**config.mk**
```make
export PLATFORM = sky130hd
export DESIGN_NAME = smc_top
export DESIGN_NICKNAME = d
export VERILOG_FILES = /design/src/source/smc_pkg.sv /design/src/source/smc_access_decode.sv /design/src/source/smc_phase_counters.sv /design/src/source/smc_read_capture.sv /design/src/source/smc_state.sv /design/src/source/smc_top.sv
export SDC_FILE = /design/constraint.sdc
export NUM_CORES = 1
export LEC_CHECK = 0
export BUFFER_PORTS_ARGS = -buffer_cell sky130_fd_sc_hd__buf_2
export CORE_AREA = 10 10 113 115
export DETAILED_ROUTE_END_ITERATION = 7
export DIE_AREA = 0 0 123 125
export PLACE_DENSITY = 0.71
export SYNTH_ARGS = -nofsm -noshare
export SYNTH_HDL_FRONTEND = slang
export SYNTH_SLANG_ARGS = --single-unit
```
**constraint.sdc**
```tcl
create_clock -name sys_clk22 -period 6 [get_ports sys_clk22]
set_clock_uncertainty 0.1 [all_clocks]
set_input_delay 0.3 -clock sys_clk22 [delete_from_list [all_inputs] [get_ports sys_clk22]]
set_output_delay 0.3 -clock sys_clk22 [all_outputs]
set_load 0.02 [all_outputs]
```
**src/source/smc_pkg.sv**
```systemverilog
//------------------
// Shared types for the lite static memory controller
// Bus widths, timing settings, host request and response
// records and the one-hot access state encoding
// Modules pull these in with a wildcard import in their header
//------------------

package smc_pkg;

  //------------------
  // Plain vector types
  //------------------
  typedef logic [15:0] smc_addr_t;  // Memory word address
  typedef logic [15:0] smc_data_t;  // Memory data word
  typedef logic [7:0]  smc_wait_t;  // Wait state count
  typedef logic [1:0]  smc_edge_t;  // Edge count, LE/TE/OE end

  //------------------
  // Timing settings
  //------------------
  // Quasi-static, sampled once per access in the store cycle
  typedef struct packed {
    smc_edge_t csle;  // CS cycles before the strobe
    smc_wait_t ws;    // Wait states, strobe is ws+1 cycles
    smc_edge_t cste;  // CS cycles after the strobe
    smc_edge_t oete;  // Last wait counts which no longer latch
  } smc_timing_t;

  // Host side request, one per strobe
  typedef struct packed {
    logic      write;  // 1 = write, 0 = read
    smc_addr_t addr;
    smc_data_t wdata;
  } smc_req_t;

  // Host side response
  typedef struct packed {
    logic      write;  // Direction of the finished access
    smc_data_t rdata;  // Zero for writes
  } smc_rsp_t;

  //------------------
  // Access state machine
  //------------------
  // One-hot, a single flop per state
  typedef enum logic [4:0] {
    st_idle  = 5'b00001,  // Nothing in progress
    st_store = 5'b00010,  // Load access and settings
    st_le    = 5'b00100,  // CS leading edge
    st_rw    = 5'b01000,  // OE or WE active
    st_float = 5'b10000   // CS trailing edge, bus turnaround
  } smc_state_t;

endpackage

```
**src/source/smc_access_decode.sv**
```systemverilog
//------------------
// Host request capture
// Holds one waiting access between the host strobe and the
// cycle the state machine takes it. No back-pressure, so a
// strobe into a full entry is a host error
//------------------

`timescale 1ns/1ps

module smc_access_decode
  import smc_pkg::*;
(
  input  logic     sys_clk22,
  input  logic     n_sys_reset22,

  // Host side
  input  logic     req_valid,   // One-cycle request strobe
  input  smc_req_t req,         // Request payload

  // State machine side
  input  logic     accept,      // Waiting access taken this cycle
  output logic     new_access,  // Access waiting
  output smc_req_t pend_req     // The waiting access
);

  //------------------
  // Holding register
  //------------------
  logic     pend_valid;  // Entry occupied
  smc_req_t pend_q;      // Entry payload

  // Occupancy flag
  // A fresh strobe wins over accept, so a request arriving in
  // the same cycle as the take simply refills the entry
  always_ff @(posedge sys_clk22 or negedge n_sys_reset22)
  begin
    if (!n_sys_reset22)
    begin
      pend_valid <= 1'b0;
    end
    else if (req_valid)
    begin
      pend_valid <= 1'b1;  // Load or reload
    end
    else if (accept)
    begin
      pend_valid <= 1'b0;  // Taken and free again
    end
  end

  // Payload register
  always_ff @(posedge sys_clk22)
  begin
    if (req_valid)
    begin
      pend_q <= req;
    end
  end

  //------------------
  // To the state machine
  //------------------
  // Level held until the machine accepts
  assign new_access = pend_valid;
  assign pend_req   = pend_q;  // Only meaningful with new_access

endmodule

```
**src/source/smc_phase_counters.sv**
```systemverilog
//------------------
// Phase counters for the access state machine
// Leading-edge, wait-state and trailing-edge down counters,
// plus the latched timing settings of the current access.
// An enable low keeps its counter preloaded, high counts down
//------------------

`timescale 1ns/1ps

module smc_phase_counters
  import smc_pkg::*;
(
  input  logic        sys_clk22,
  input  logic        n_sys_reset22,

  input  smc_timing_t timing,       // Host timing settings
  input  logic        load_timing,  // Store cycle, take settings

  input  logic        le_enable,    // Count leading edge
  input  logic        ws_enable,    // Count wait states
  input  logic        cste_enable,  // Count trailing edge

  output smc_edge_t   csle_count,   // Leading edge cycles left
  output smc_edge_t   cste_count,   // Trailing edge cycles left
  output smc_wait_t   ws_count,     // Wait states left
  output smc_edge_t   csle_store,   // Latched CS leading edge
  output smc_edge_t   oete_store    // Latched OE end setting
);

  smc_edge_t csle_q;
  smc_edge_t cste_q;
  smc_wait_t ws_q;

  // Latched settings, reused for back-to-back accesses
  smc_edge_t csle_st_q;
  smc_edge_t cste_st_q;
  smc_edge_t oete_st_q;
  smc_wait_t ws_st_q;

  // Reload values, fresh settings while they are being stored
  smc_edge_t csle_load;
  smc_edge_t cste_load;
  smc_wait_t ws_load;

  assign csle_load = load_timing ? timing.csle : csle_st_q;
  assign cste_load = load_timing ? timing.cste : cste_st_q;
  assign ws_load   = load_timing ? timing.ws   : ws_st_q;

  //------------------
  // Settings store
  //------------------
  always_ff @(posedge sys_clk22 or negedge n_sys_reset22)
  begin
    if (!n_sys_reset22)
    begin
      csle_st_q <= '0;
      cste_st_q <= '0;
      oete_st_q <= '0;
      ws_st_q   <= '0;
    end
    else if (load_timing)
    begin
      csle_st_q <= timing.csle;
      cste_st_q <= timing.cste;
      oete_st_q <= timing.oete;
      ws_st_q   <= timing.ws;
    end
  end

  //------------------
  // Down counters
  //------------------
  // Enable high decrements and holds at zero, low reloads
  always_ff @(posedge sys_clk22 or negedge n_sys_reset22)
  begin
    if (!n_sys_reset22)
    begin
      csle_q <= '0;
      cste_q <= '0;
      ws_q   <= '0;
    end
    else
    begin
      if (!le_enable)
        csle_q <= csle_load;
      else if (csle_q != 2'd0)
        csle_q <= csle_q - 2'd1;

      if (!ws_enable)
        ws_q <= ws_load;
      else if (ws_q != 8'd0)
        ws_q <= ws_q - 8'd1;

      if (!cste_enable)
        cste_q <= cste_load;
      else if (cste_q != 2'd0)
        cste_q <= cste_q - 2'd1;
    end
  end

  // Store cycle picks LE or RW from the setting being loaded
  assign csle_count = load_timing ? timing.csle : csle_q;
  assign cste_count = cste_q;
  assign ws_count   = ws_q;
  assign csle_store = csle_st_q;
  assign oete_store = oete_st_q;

endmodule

```
**src/source/smc_read_capture.sv**
```systemverilog
//------------------
// Read data capture and response
// Samples the memory bus through the latch window and returns
// one response per access, a cycle after done
//------------------

`timescale 1ns/1ps

module smc_read_capture
  import smc_pkg::*;
(
  input  logic      sys_clk22,
  input  logic      n_sys_reset22,

  input  logic      latch_data,  // Read data window
  input  logic      smc_done,    // Access finishing
  input  logic      cur_write,   // Direction of that access
  input  smc_data_t mem_rdata,   // From the memory

  output logic      rsp_valid,   // One-cycle response strobe
  output smc_rsp_t  rsp
);

  smc_data_t rdata_q;    // Last sampled read word
  smc_data_t rdata_now;  // Includes a sample in the done cycle

  // Every window cycle overwrites, last sample wins
  always_ff @(posedge sys_clk22)
  begin
    if (latch_data)
      rdata_q <= mem_rdata;
  end

  // Window may close in the done cycle itself
  assign rdata_now = latch_data ? mem_rdata : rdata_q;

  always_ff @(posedge sys_clk22 or negedge n_sys_reset22)
  begin
    if (!n_sys_reset22)
      rsp_valid <= 1'b0;
    else
      rsp_valid <= smc_done;
  end

  // Writes return zero data
  always_ff @(posedge sys_clk22)
  begin
    if (smc_done)
    begin
      rsp.write <= cur_write;
      rsp.rdata <= cur_write ? '0 : rdata_now;
    end
  end

endmodule

```
**src/source/smc_state.sv**
```systemverilog
//------------------
// Access state machine
// Runs each access through store, leading edge, strobe and
// float phases. A waiting access of the same direction is
// chained straight into LE or RW so CS stays low
// Bus strobes are registered from the next state
//------------------

`timescale 1ns/1ps

module smc_state
  import smc_pkg::*;
(
  input  logic      sys_clk22,
  input  logic      n_sys_reset22,

  // From request capture
  input  logic      new_access,
  input  smc_req_t  pend_req,

  // From the phase counters
  input  smc_edge_t csle_count,
  input  smc_edge_t cste_count,
  input  smc_wait_t ws_count,
  input  smc_edge_t csle_store,
  input  smc_edge_t oete_store,

  output logic      accept,       // Waiting access taken
  output logic      load_timing,  // Store cycle
  output logic      le_enable,
  output logic      ws_enable,
  output logic      cste_enable,
  output logic      latch_data,   // Sample read data
  output logic      smc_done,     // Last cycle of an access
  output logic      cur_write,    // Direction of the active access
  output logic      idle,

  // Memory bus
  output logic      mem_cs_n,
  output logic      mem_oe_n,
  output logic      mem_we_n,
  output smc_addr_t mem_addr,
  output smc_data_t mem_wdata
);

  smc_state_t cur_state;
  smc_state_t next_state;
  smc_state_t follow_on;   // Where a finished access goes
  smc_req_t   cur_req;     // Active access
  logic       next_write;  // Direction once the edge is taken
  logic       last_rw;     // Final strobe cycle

  //------------------
  // Decodes
  //------------------
  assign last_rw = (cur_state == st_rw) && (ws_count == 8'd0);

  // Done at strobe end without float, or at the last float cycle
  assign smc_done = (last_rw && (cste_count == 2'd0)) ||
                    ((cur_state == st_float) && (cste_count == 2'd0));

  assign accept      = new_access && ((cur_state == st_idle) || smc_done);
  assign load_timing = (cur_state == st_store);
  assign le_enable   = (cur_state == st_le);
  assign ws_enable   = (cur_state == st_rw) && (ws_count != 8'd0);  // Zero reloads
  assign cste_enable = (next_state == st_float);  // Counts from the last RW cycle
  assign idle        = (cur_state == st_idle) && !new_access;

  // Read data window, late strobe cycles only
  assign latch_data = (cur_state == st_rw) && !cur_req.write &&
                      (ws_count[1:0] >= oete_store) && (ws_count[7:2] == 6'd0);

  //------------------
  // Next state
  //------------------
  // Direction change goes back through store for a fresh setup
  always_comb
  begin
    if (!new_access)
      follow_on = st_idle;
    else if (pend_req.write != cur_req.write)
      follow_on = st_store;
    else if (csle_store != 2'd0)
      follow_on = st_le;
    else
      follow_on = st_rw;
  end

  always_comb
  begin
    next_state = cur_state;  // Hold by default
    unique case (cur_state)
      st_idle:
        if (new_access)
          next_state = st_store;
      st_store:
        next_state = (csle_count != 2'd0) ? st_le : st_rw;
      st_le:
        if (csle_count < 2'd2)
          next_state = st_rw;  // Last LE cycle
      st_rw:
        if (ws_count == 8'd0)
          next_state = (cste_count != 2'd0) ? st_float : follow_on;
      st_float:
        if (cste_count == 2'd0)
          next_state = follow_on;
      default:
        next_state = st_idle;
    endcase
  end

  always_ff @(posedge sys_clk22 or negedge n_sys_reset22)
  begin
    if (!n_sys_reset22)
      cur_state <= st_idle;
    else
      cur_state <= next_state;
  end

  //------------------
  // Active access and bus
  //------------------
  always_ff @(posedge sys_clk22)
  begin
    if (accept)
      cur_req <= pend_req;
  end

  assign next_write = accept ? pend_req.write : cur_req.write;

  // Registered strobes, aligned with the state they belong to
  always_ff @(posedge sys_clk22 or negedge n_sys_reset22)
  begin
    if (!n_sys_reset22)
    begin
      mem_cs_n <= 1'b1;
      mem_oe_n <= 1'b1;
      mem_we_n <= 1'b1;
    end
    else
    begin
      mem_cs_n <= !(next_state inside {st_le, st_rw, st_float});
      mem_oe_n <= !((next_state == st_rw) && !next_write);
      mem_we_n <= !((next_state == st_rw) && next_write);
    end
  end

  assign cur_write = cur_req.write;
  assign mem_addr  = cur_req.addr;
  assign mem_wdata = cur_req.wdata;

endmodule

```
**src/source/smc_top.sv**
```systemverilog
//------------------
// Lite static memory controller, single chip select
// Host side takes one-cycle request strobes and returns
// one-cycle responses. Memory side is an async SRAM bus
//------------------

`timescale 1ns/1ps

module smc_top
  import smc_pkg::*;
(
  input  logic        sys_clk22,
  input  logic        n_sys_reset22,

  // Host
  input  logic        req_valid,
  input  smc_req_t    req,
  input  smc_timing_t timing,
  output logic        rsp_valid,
  output smc_rsp_t    rsp,
  output logic        idle,

  // Memory bus
  output logic        mem_cs_n,
  output logic        mem_oe_n,
  output logic        mem_we_n,
  output smc_addr_t   mem_addr,
  output smc_data_t   mem_wdata,
  input  smc_data_t   mem_rdata
);

  // Decode to state machine
  logic      new_access;
  logic      accept;
  smc_req_t  pend_req;

  // State machine and counters
  logic      load_timing;
  logic      le_enable;
  logic      ws_enable;
  logic      cste_enable;
  smc_edge_t csle_count;
  smc_edge_t cste_count;
  smc_wait_t ws_count;
  smc_edge_t csle_store;
  smc_edge_t oete_store;

  // State machine to capture
  logic      latch_data;
  logic      smc_done;
  logic      cur_write;

  smc_access_decode u_decode (
    .sys_clk22     (sys_clk22),
    .n_sys_reset22 (n_sys_reset22),
    .req_valid     (req_valid),
    .req           (req),
    .accept        (accept),
    .new_access    (new_access),
    .pend_req      (pend_req)
  );

  smc_phase_counters u_counters (
    .sys_clk22     (sys_clk22),
    .n_sys_reset22 (n_sys_reset22),
    .timing        (timing),
    .load_timing   (load_timing),
    .le_enable     (le_enable),
    .ws_enable     (ws_enable),
    .cste_enable   (cste_enable),
    .csle_count    (csle_count),
    .cste_count    (cste_count),
    .ws_count      (ws_count),
    .csle_store    (csle_store),
    .oete_store    (oete_store)
  );

  smc_state u_state (
    .sys_clk22     (sys_clk22),
    .n_sys_reset22 (n_sys_reset22),
    .new_access    (new_access),
    .pend_req      (pend_req),
    .csle_count    (csle_count),
    .cste_count    (cste_count),
    .ws_count      (ws_count),
    .csle_store    (csle_store),
    .oete_store    (oete_store),
    .accept        (accept),
    .load_timing   (load_timing),
    .le_enable     (le_enable),
    .ws_enable     (ws_enable),
    .cste_enable   (cste_enable),
    .latch_data    (latch_data),
    .smc_done      (smc_done),
    .cur_write     (cur_write),
    .idle          (idle),
    .mem_cs_n      (mem_cs_n),
    .mem_oe_n      (mem_oe_n),
    .mem_we_n      (mem_we_n),
    .mem_addr      (mem_addr),
    .mem_wdata     (mem_wdata)
  );

  smc_read_capture u_capture (
    .sys_clk22     (sys_clk22),
    .n_sys_reset22 (n_sys_reset22),
    .latch_data    (latch_data),
    .smc_done      (smc_done),
    .cur_write     (cur_write),
    .mem_rdata     (mem_rdata),
    .rsp_valid     (rsp_valid),
    .rsp           (rsp)
  );

endmodule
```
==> results.cfg, run 1 <==
[cts]
clk_pin_slew_ns = 0.06
cts.sinks = 135
clk_path_buf_depth = 2
clock-root-buffer = clkbuf_8
cts-buffers-inserted = 17
htree_levels = 4
tritoncts = built
post_cts_resized = 0
worstSkewPairLatency_ns = 0.51

[final_layout]
instances_no_fill = 675
area_growth_pct = 37.1
n_fill_cell = 749
drive_gt1_share_pct = 35.4
final_common_cell = buf_2
final_area_um2 = 7050
multi_input_area_um2 = 1310
layout.nets = 593
final_cell_mix = 119 x buf_2, 83 x edfxtp_1, 64 x dlygate4sd3_1, 32 x dfrtp_1, 23 x nand2_1
final-seq-area_um2 = 3720

[sta]
timing.slew.headroom_pct = 24.5
hold_ws_ns = 0.311
setup_viol = 0
slew_viol_final = 0
rsz0062_at_grt = no
finalCriticalPeriod_ns = 2.45
max_freq_ghz = 0.408
period_share_pct = 40.8
tightest_slew_ns = 1.13
setup_tns_ns = 0
final-hold-violation-count = 0

[global_route]
grt_use_total_pct = 15.9
grt_pass1_wl_mm = 19.1
grt_pass1_vias = 3550
antenna_found_initial = 1
grt.overflow.total = 0
grt_max_degree = 37

[route]
vias = 3398
drc = 0
dr.pass1.iters = 4
drt_iter0_drc = 268
routed_wirelength_mm = 11.7
wl_per_cell_um = 17.3
drt-vias-per-instance = 5.03
ant_nets = 0

[worst_setup_path]
r2r_slack_ns = 3.55
cp.arrival_ns = 2.57
crit_path_end_kind = register
required_ns = 6.12
worst-setup-path-type = reg -> reg
cp_max_fo = 16
cp-start-kind = register

[die]
die_area_um2 = 15400
rows = 38
fp.dieW_um = 123
io_pins = 120
core_um2 = 10600
die_y_um = 125
start_util_pct = 48.5

[power_and_ir_drop]
power.leakage_nw = 2.86
peakVddDrop_v = 0.000216
powerDensity_nw_per_um2 = 470

[synthesis]
synth_nets = 403
synth_area_um2 = 5140
avgSynthCellArea_um2 = 15.5
synth_edf_count = 83
synth_cells = 331
async_flop_share_pct = 26.7
synth_seq_cells = 135
synth-seq-area-share_pct = 72.3
yosysWarnings = 0
synth_cell_type_count = 54
synthFlopType = edfxtp_1

[place]
hpwlAfterDp_mm = 7.62
placed_area_um2 = 5860
io_buffers = 119
dp.cells = 577
gp_congestion = 0.819

[hold_path]
min_path_type = in -> async

[job]
maxCapViolCount = 0

[outcome]
outcome = finished clean
==> final timing paths <==
| path | depth (start not counted) | to | startpoint |
|---|---|---|---|
| max in group asynchronous | 2 | u_state.cur_state[3]$_DFF_PN0_ | n_sys_reset22 |
| worst max register to register | 4 | u_capture.rsp[15]$_SDFFCE_PP0P_ | u_counters.ws_count[3]$_DFFE_PN0P_ |
| min in group sys_clk22 | 3 | u_decode.new_access$_DFFE_PN0P_ | req_valid |
| worst max-delay path | 4 | u_capture.rsp[15]$_SDFFCE_PP0P_ | u_counters.ws_count[3]$_DFFE_PN0P_ |
| worst min-delay path | 2 | u_counters.ws_st_q[5]$_DFF_PN0_ | n_sys_reset22 |
| worst min register to register | 0 | u_state.mem_addr[13]$_DFFE_PP_ | u_decode.pend_req[29]$_DFFE_PP_ |
==> layout make-up <==
| type | instances | area share, % |
|---|---|---|
| multi-input cells | 170 | 18.6 |
| flip-flops and latches | 135 | 52.8 |
| diodes | 1 | 0.0355 |
| well taps | 140 | 2.49 |
| repair buffers | 185 | 17.8 |
| clock inverters | 11 | 1.46 |
| clock buffers | 21 | 6.23 |
| inverters | 12 | 0.639 |
==> where the power goes <==
group	total (mW)	switching (mW)	internal, mW	leakage, nW
clock network	0.931	0.370	0.561	0.260
logic	0.953	0.571	0.382	1.26
registers	1.43	0.146	1.29	1.34
total	3.32	1.09	2.23	2.86
==> routing by layer <==
metal | up-vias | global-route usage [%] | part of all wire (%)
met1 | 1652 | 19.2 | 41
met4 | 0 | 5.89 | 1.1
li1 | 1641 | - | -
met3 | 10 | 4.86 | 6.0
met2 | 95 | 26.3 | 52
met5 | - | 0 | 0
==> cells in the mapped netlist (2+ instances only) <==
library cell / number / area share, %
o21ai_0: 2 / 0.19
nand4_1: 19 / 2.3
inv_1: 12 / 0.88
buf_4: 2 / 0.29
o31ai_1: 17 / 2.5
nand2_1: 23 / 1.7
nor3b_1: 2 / 0.29
dfrtp_1: 32 / 16
o211ai_1: 3 / 0.44
edfxtp_1: 83 / 48
mux2_4: 8 / 2.3
mux2_2: 18 / 3.9
xor2_1: 3 / 0.51
clkbuf_1: 9 / 0.66
nand3_1: 2 / 0.19
buf_2: 2 / 0.19
dfxtp_1: 16 / 6.2
ha_1: 6 / 1.5
nor2_1: 8 / 0.58
dfstp_2: 4 / 2.0
nand3b_1: 2 / 0.29
a21o_1: 3 / 0.44
xnor2_1: 6 / 1.0
a21oi_1: 18 / 1.8
nand2b_1: 2 / 0.24
==> state kept, by name, indices dropped and copies added (netlist names), 2 cells and up <==
signal	flops
u_state.mem_wdata	16
u_counters.ws_st_q	8
u_counters.cste_count	2
u_counters.ws_count	8
u_decode.pend_req	33
u_counters.csle_q	2
u_state.cur_state	5
u_counters.oete_store	2
u_counters.csle_store	2
u_counters.cste_st_q	2
u_state.mem_addr	16
u_capture.rsp	17
u_capture.rdata_q	16
==> through the flow <==
| step | util [%] | setup slack, ns | total power [mW] |
|---|---|---|---|
| 2_1_floorplan | - | 3.40 | 2.07 |
| 3_3_place_gp | 55.2 | 3.46 | 2.32 |
| 3_5_place_dp | 55.2 | 3.37 | 2.35 |
| 4_1_cts | 66.4 | 3.34 | 3.33 |
| 5_1_grt | 66.5 | 3.23 | 3.51 |
| 6_report | 66.5 | 3.55 | 3.32 |
==> critical path: stages, from the launching register on <==
cell and delay, ns:
dfrtp_1 0.44, nor4_2 0.56, nand4b_2 0.50, o31ai_1 0.44, a21oi_1 0.12
==> logic make-up (layout without fill, tap and decap cells) <==
logic type | after synthesis | count (layout) | share of synthesized area [%]
AOI/OAI and AO/OA | 53 | 53 | 7.28
xor gates and xnor gates | 9 | 9 | 1.53
adders and majority gates | 6 | 6 | 1.46
buffers and inverters | 26 | 229 | 2.09
DFF | 135 | 135 | 72.3
muxes | 26 | 26 | 6.28
other | 0 | 1 | 0
and+or+nand+nor | 76 | 76 | 9.01
==> repair_timing <==
| action | CTS | global route |
|---|---|---|
| setup buffers | 0 | 0 |
| hold endpoints to repair | 95 | 0 |
| hold buffers | 64 | 0 |
No activity file was read; power rests on OpenSTA's default activity.
==> inputs of run 2 (changes only) <==
ABC_AREA = 1   (was unset)
CORE_AREA = 10 10 116 118   (was 10 10 113 115)
DIE_AREA = 0 0 126 128   (was 0 0 123 125)
clock period = 2.2 ns   (was 6 ns; I/O delays follow)
==> results.cfg, run 2 <==
[final_layout]
n_antenna_cell = 0
final_common_cell = buf_2
final_area_um2 = 7270
final_cell_mix = 119 x buf_2, 103 x nand2_1, 83 x edfxtp_1, 64 x dlygate4sd3_1, 32 x dfrtp_1
largest_reg_flops = 33
layout.nets = 670
drive_gt1_share_pct = 34.9
area_growth_pct = 37.6

[worst_setup_path]
crit_family = simple AND/OR/NAND/NOR gates
crit_path_cell_trace = inv_2 -> ha_1 -> nand2_1 -> nor2_2 -> nand3_1 -> nand3_2 -> nand2_1 -> inv_2 -> buf_12
cp-start-kind = register
worst-setup-path-type = reg -> reg
slowest_stage = dfrtp_1
crit_path_end_kind = register
path_depth = 9
crit_path_max_incr_delay_ns = 0.40
required_ns = 2.21
crit_buf_inv = 3
reg2reg_depth = 9
cp_max_fo = 32
cp.arrival_ns = 2.04

[sta]
final-hold-violation-count = 0
max_freq_ghz = 0.493
tightest_slew_ns = 0.801
setup_viol = 0
worst_slack_ns = 0.172
setup_tns_ns = 0
slew_viol_final = 0
rsz0062_at_grt = no
timing.slew.headroom_pct = 46.6
period_share_pct = 92.2
finalCriticalPeriod_ns = 2.03

[route]
ant_nets = 0
drt_iter0_drc = 235
routed_wirelength_mm = 11.4
drc = 0
drt-vias-per-instance = 4.70
wl_per_cell_um = 15.2
vias = 3546
dr.pass1.iters = 5

[synthesis]
synth_cell_type_count = 33
avgSynthCellArea_um2 = 13.3
synth-seq-area-share_pct = 70.4
synthTopCellsByCount = 103 x nand2_1, 83 x edfxtp_1, 32 x dfrtp_1, 26 x inv_1
synth_cells = 398
yosysWarnings = 0
synth_area_leaders = edfxtp_1 47%, dfrtp_1 15%, nand2_1 7.3%, dfxtp_1 6.1%, nand3_4 3.3%
synthFlopType = edfxtp_1
synth_top_area_share_pct = 47.2
synth_seq_cells = 135
async_flop_share_pct = 26.7
synth_nets = 470
synth_largest_area_cell = edfxtp_1
synth_area_um2 = 5290
synth_edf_count = 83
yosysMostFrequentCell = nand2_1

[cts]
clk_pin_slew_ns = 0.06
worstSkewPairLatency_ns = 0.41
htree_levels = 4
clock-root-buffer = clkbuf_16
clk_path_buf_depth = 2
cts-buffers-inserted = 17
tritoncts = built
cts.sinks = 135

[die]
fp.dieW_um = 126
io_pins = 120
rows = 39
die_y_um = 128
start_util_pct = 47.1
die_area_um2 = 16100
core_um2 = 11200

[hold_path]
min_path_type = in -> async

[global_route]
grt_use_total_pct = 14.4
grt.overflow.total = 0
grt_pass1_vias = 3802
antenna_found_initial = 0
grt_max_degree = 37
grt_pass1_wl_mm = 18.5

[place]
gp_congestion = 0.781
pre_cts_ws_ns = 0.109
hpwlAfterDp_mm = 7.80
placed_area_um2 = 6030
io_buffers = 119

[outcome]
outcome = finished clean

[job]
maxCapViolCount = 0

[power_and_ir_drop]
powerDensity_nw_per_um2 = 1250
peakVddDrop_v = 0.000703
power.leakage_nw = 3.16
[run 2: changes by cell type in the layout (fill, tap and decap cells not counted), moves of 11 or more]
cell and delta:
inv_1 +13, mux2_2 -17, nand2_1 +80, nand2_4 +11
nand3_1 +15, nand4_1 -16, o21ai_0 +15, o31ai_1 -17
[run 2: power breakdown]
| part | internal (mW) | switching, mW |
|---|---|---|
| Sequential | 3.48 | 0.316 |
| Combinational | 0.867 | 1.58 |
| Clock | 1.63 | 1.19 |
[run 2: area by class of cell]
class	instances	area [um2]
timing repair buffer	189	1290
sequential	135	3720
clock inverter	15	176
tap	143	179
clock buffer	17	425
inverter	31	116
multi-input combinational	224	1360
fill	840	3950
[run 2: logic make-up after synthesis]
| kind of cell | share of synthesized area [%] |
|---|---|
| XOR/XNOR | 1.16 |
| AND/OR/NAND/NOR | 18.4 |
| AO/OA/AOI/OAI | 4.47 |
| buffers and inverters | 3.93 |
| flip-flops | 70.4 |
| adder cells (fa/ha/maj) | 1.42 |
| multiplexers | 0.213 |
[run 2: per-stage QoR]
stage / cells / power [mW] / hold slack (ns) / util [%]
2_1_floorplan: 398 / 5.44 / -0.286 / -
3_3_place_gp: 658 / 6.10 / 0.142 / 53.7
3_5_place_dp: 658 / 6.19 / 0.150 / 53.7
4_1_cts: 754 / 9.16 / 0.202 / 64.8
5_1_grt: 754 / 9.61 / 0.239 / 64.8
6_report: 754 / 9.06 / 0.221 / 64.8
[run 2: final timing paths]
check	from	endpoint	slack (ns)
setup / recovery	u_counters.ws_count[0]$_DFFE_PN0P_	u_state.mem_wdata[14]$_DFFE_PP_	0.17
max in group asynchronous	n_sys_reset22	u_decode.new_access$_DFFE_PN0P_	1.27
hold reg to reg	u_decode.pend_req[27]$_DFFE_PP_	u_state.mem_addr[11]$_DFFE_PP_	0.32
hold / removal	n_sys_reset22	u_counters.ws_st_q[6]$_DFF_PN0_	0.22
min in group sys_clk22	req_valid	u_decode.pend_req[17]$_DFFE_PP_	0.22
setup reg to reg	u_counters.ws_count[0]$_DFFE_PN0P_	u_state.mem_wdata[14]$_DFFE_PP_	0.17
[run 2: per-layer routing]
metal / wire length (um) / track usage (%)
met1: 4620 / 15.8
met2: 5900 / 24.5
met3: 708 / 5.09
met4: 207 / 6.70
met5: 0 / 0
[run 2: worst register-to-register path: stages (launching register included)]
cell and delay, ns:
dfrtp_1 0.40, inv_2 0.11, ha_1 0.17, nand2_1 0.07, nor2_2 0.15, nand3_1 0.14, nand3_2 0.12, nand2_1 0.12
inv_2 0.12, buf_12 0.20
[run 2: what timing repair did]
action	CTS	global route
setup endpoints to repair	0	32
endpoints found under the hold margin	118	0
hold buffers	64	0
buffers inserted	0	0
gates resized for setup	0	2
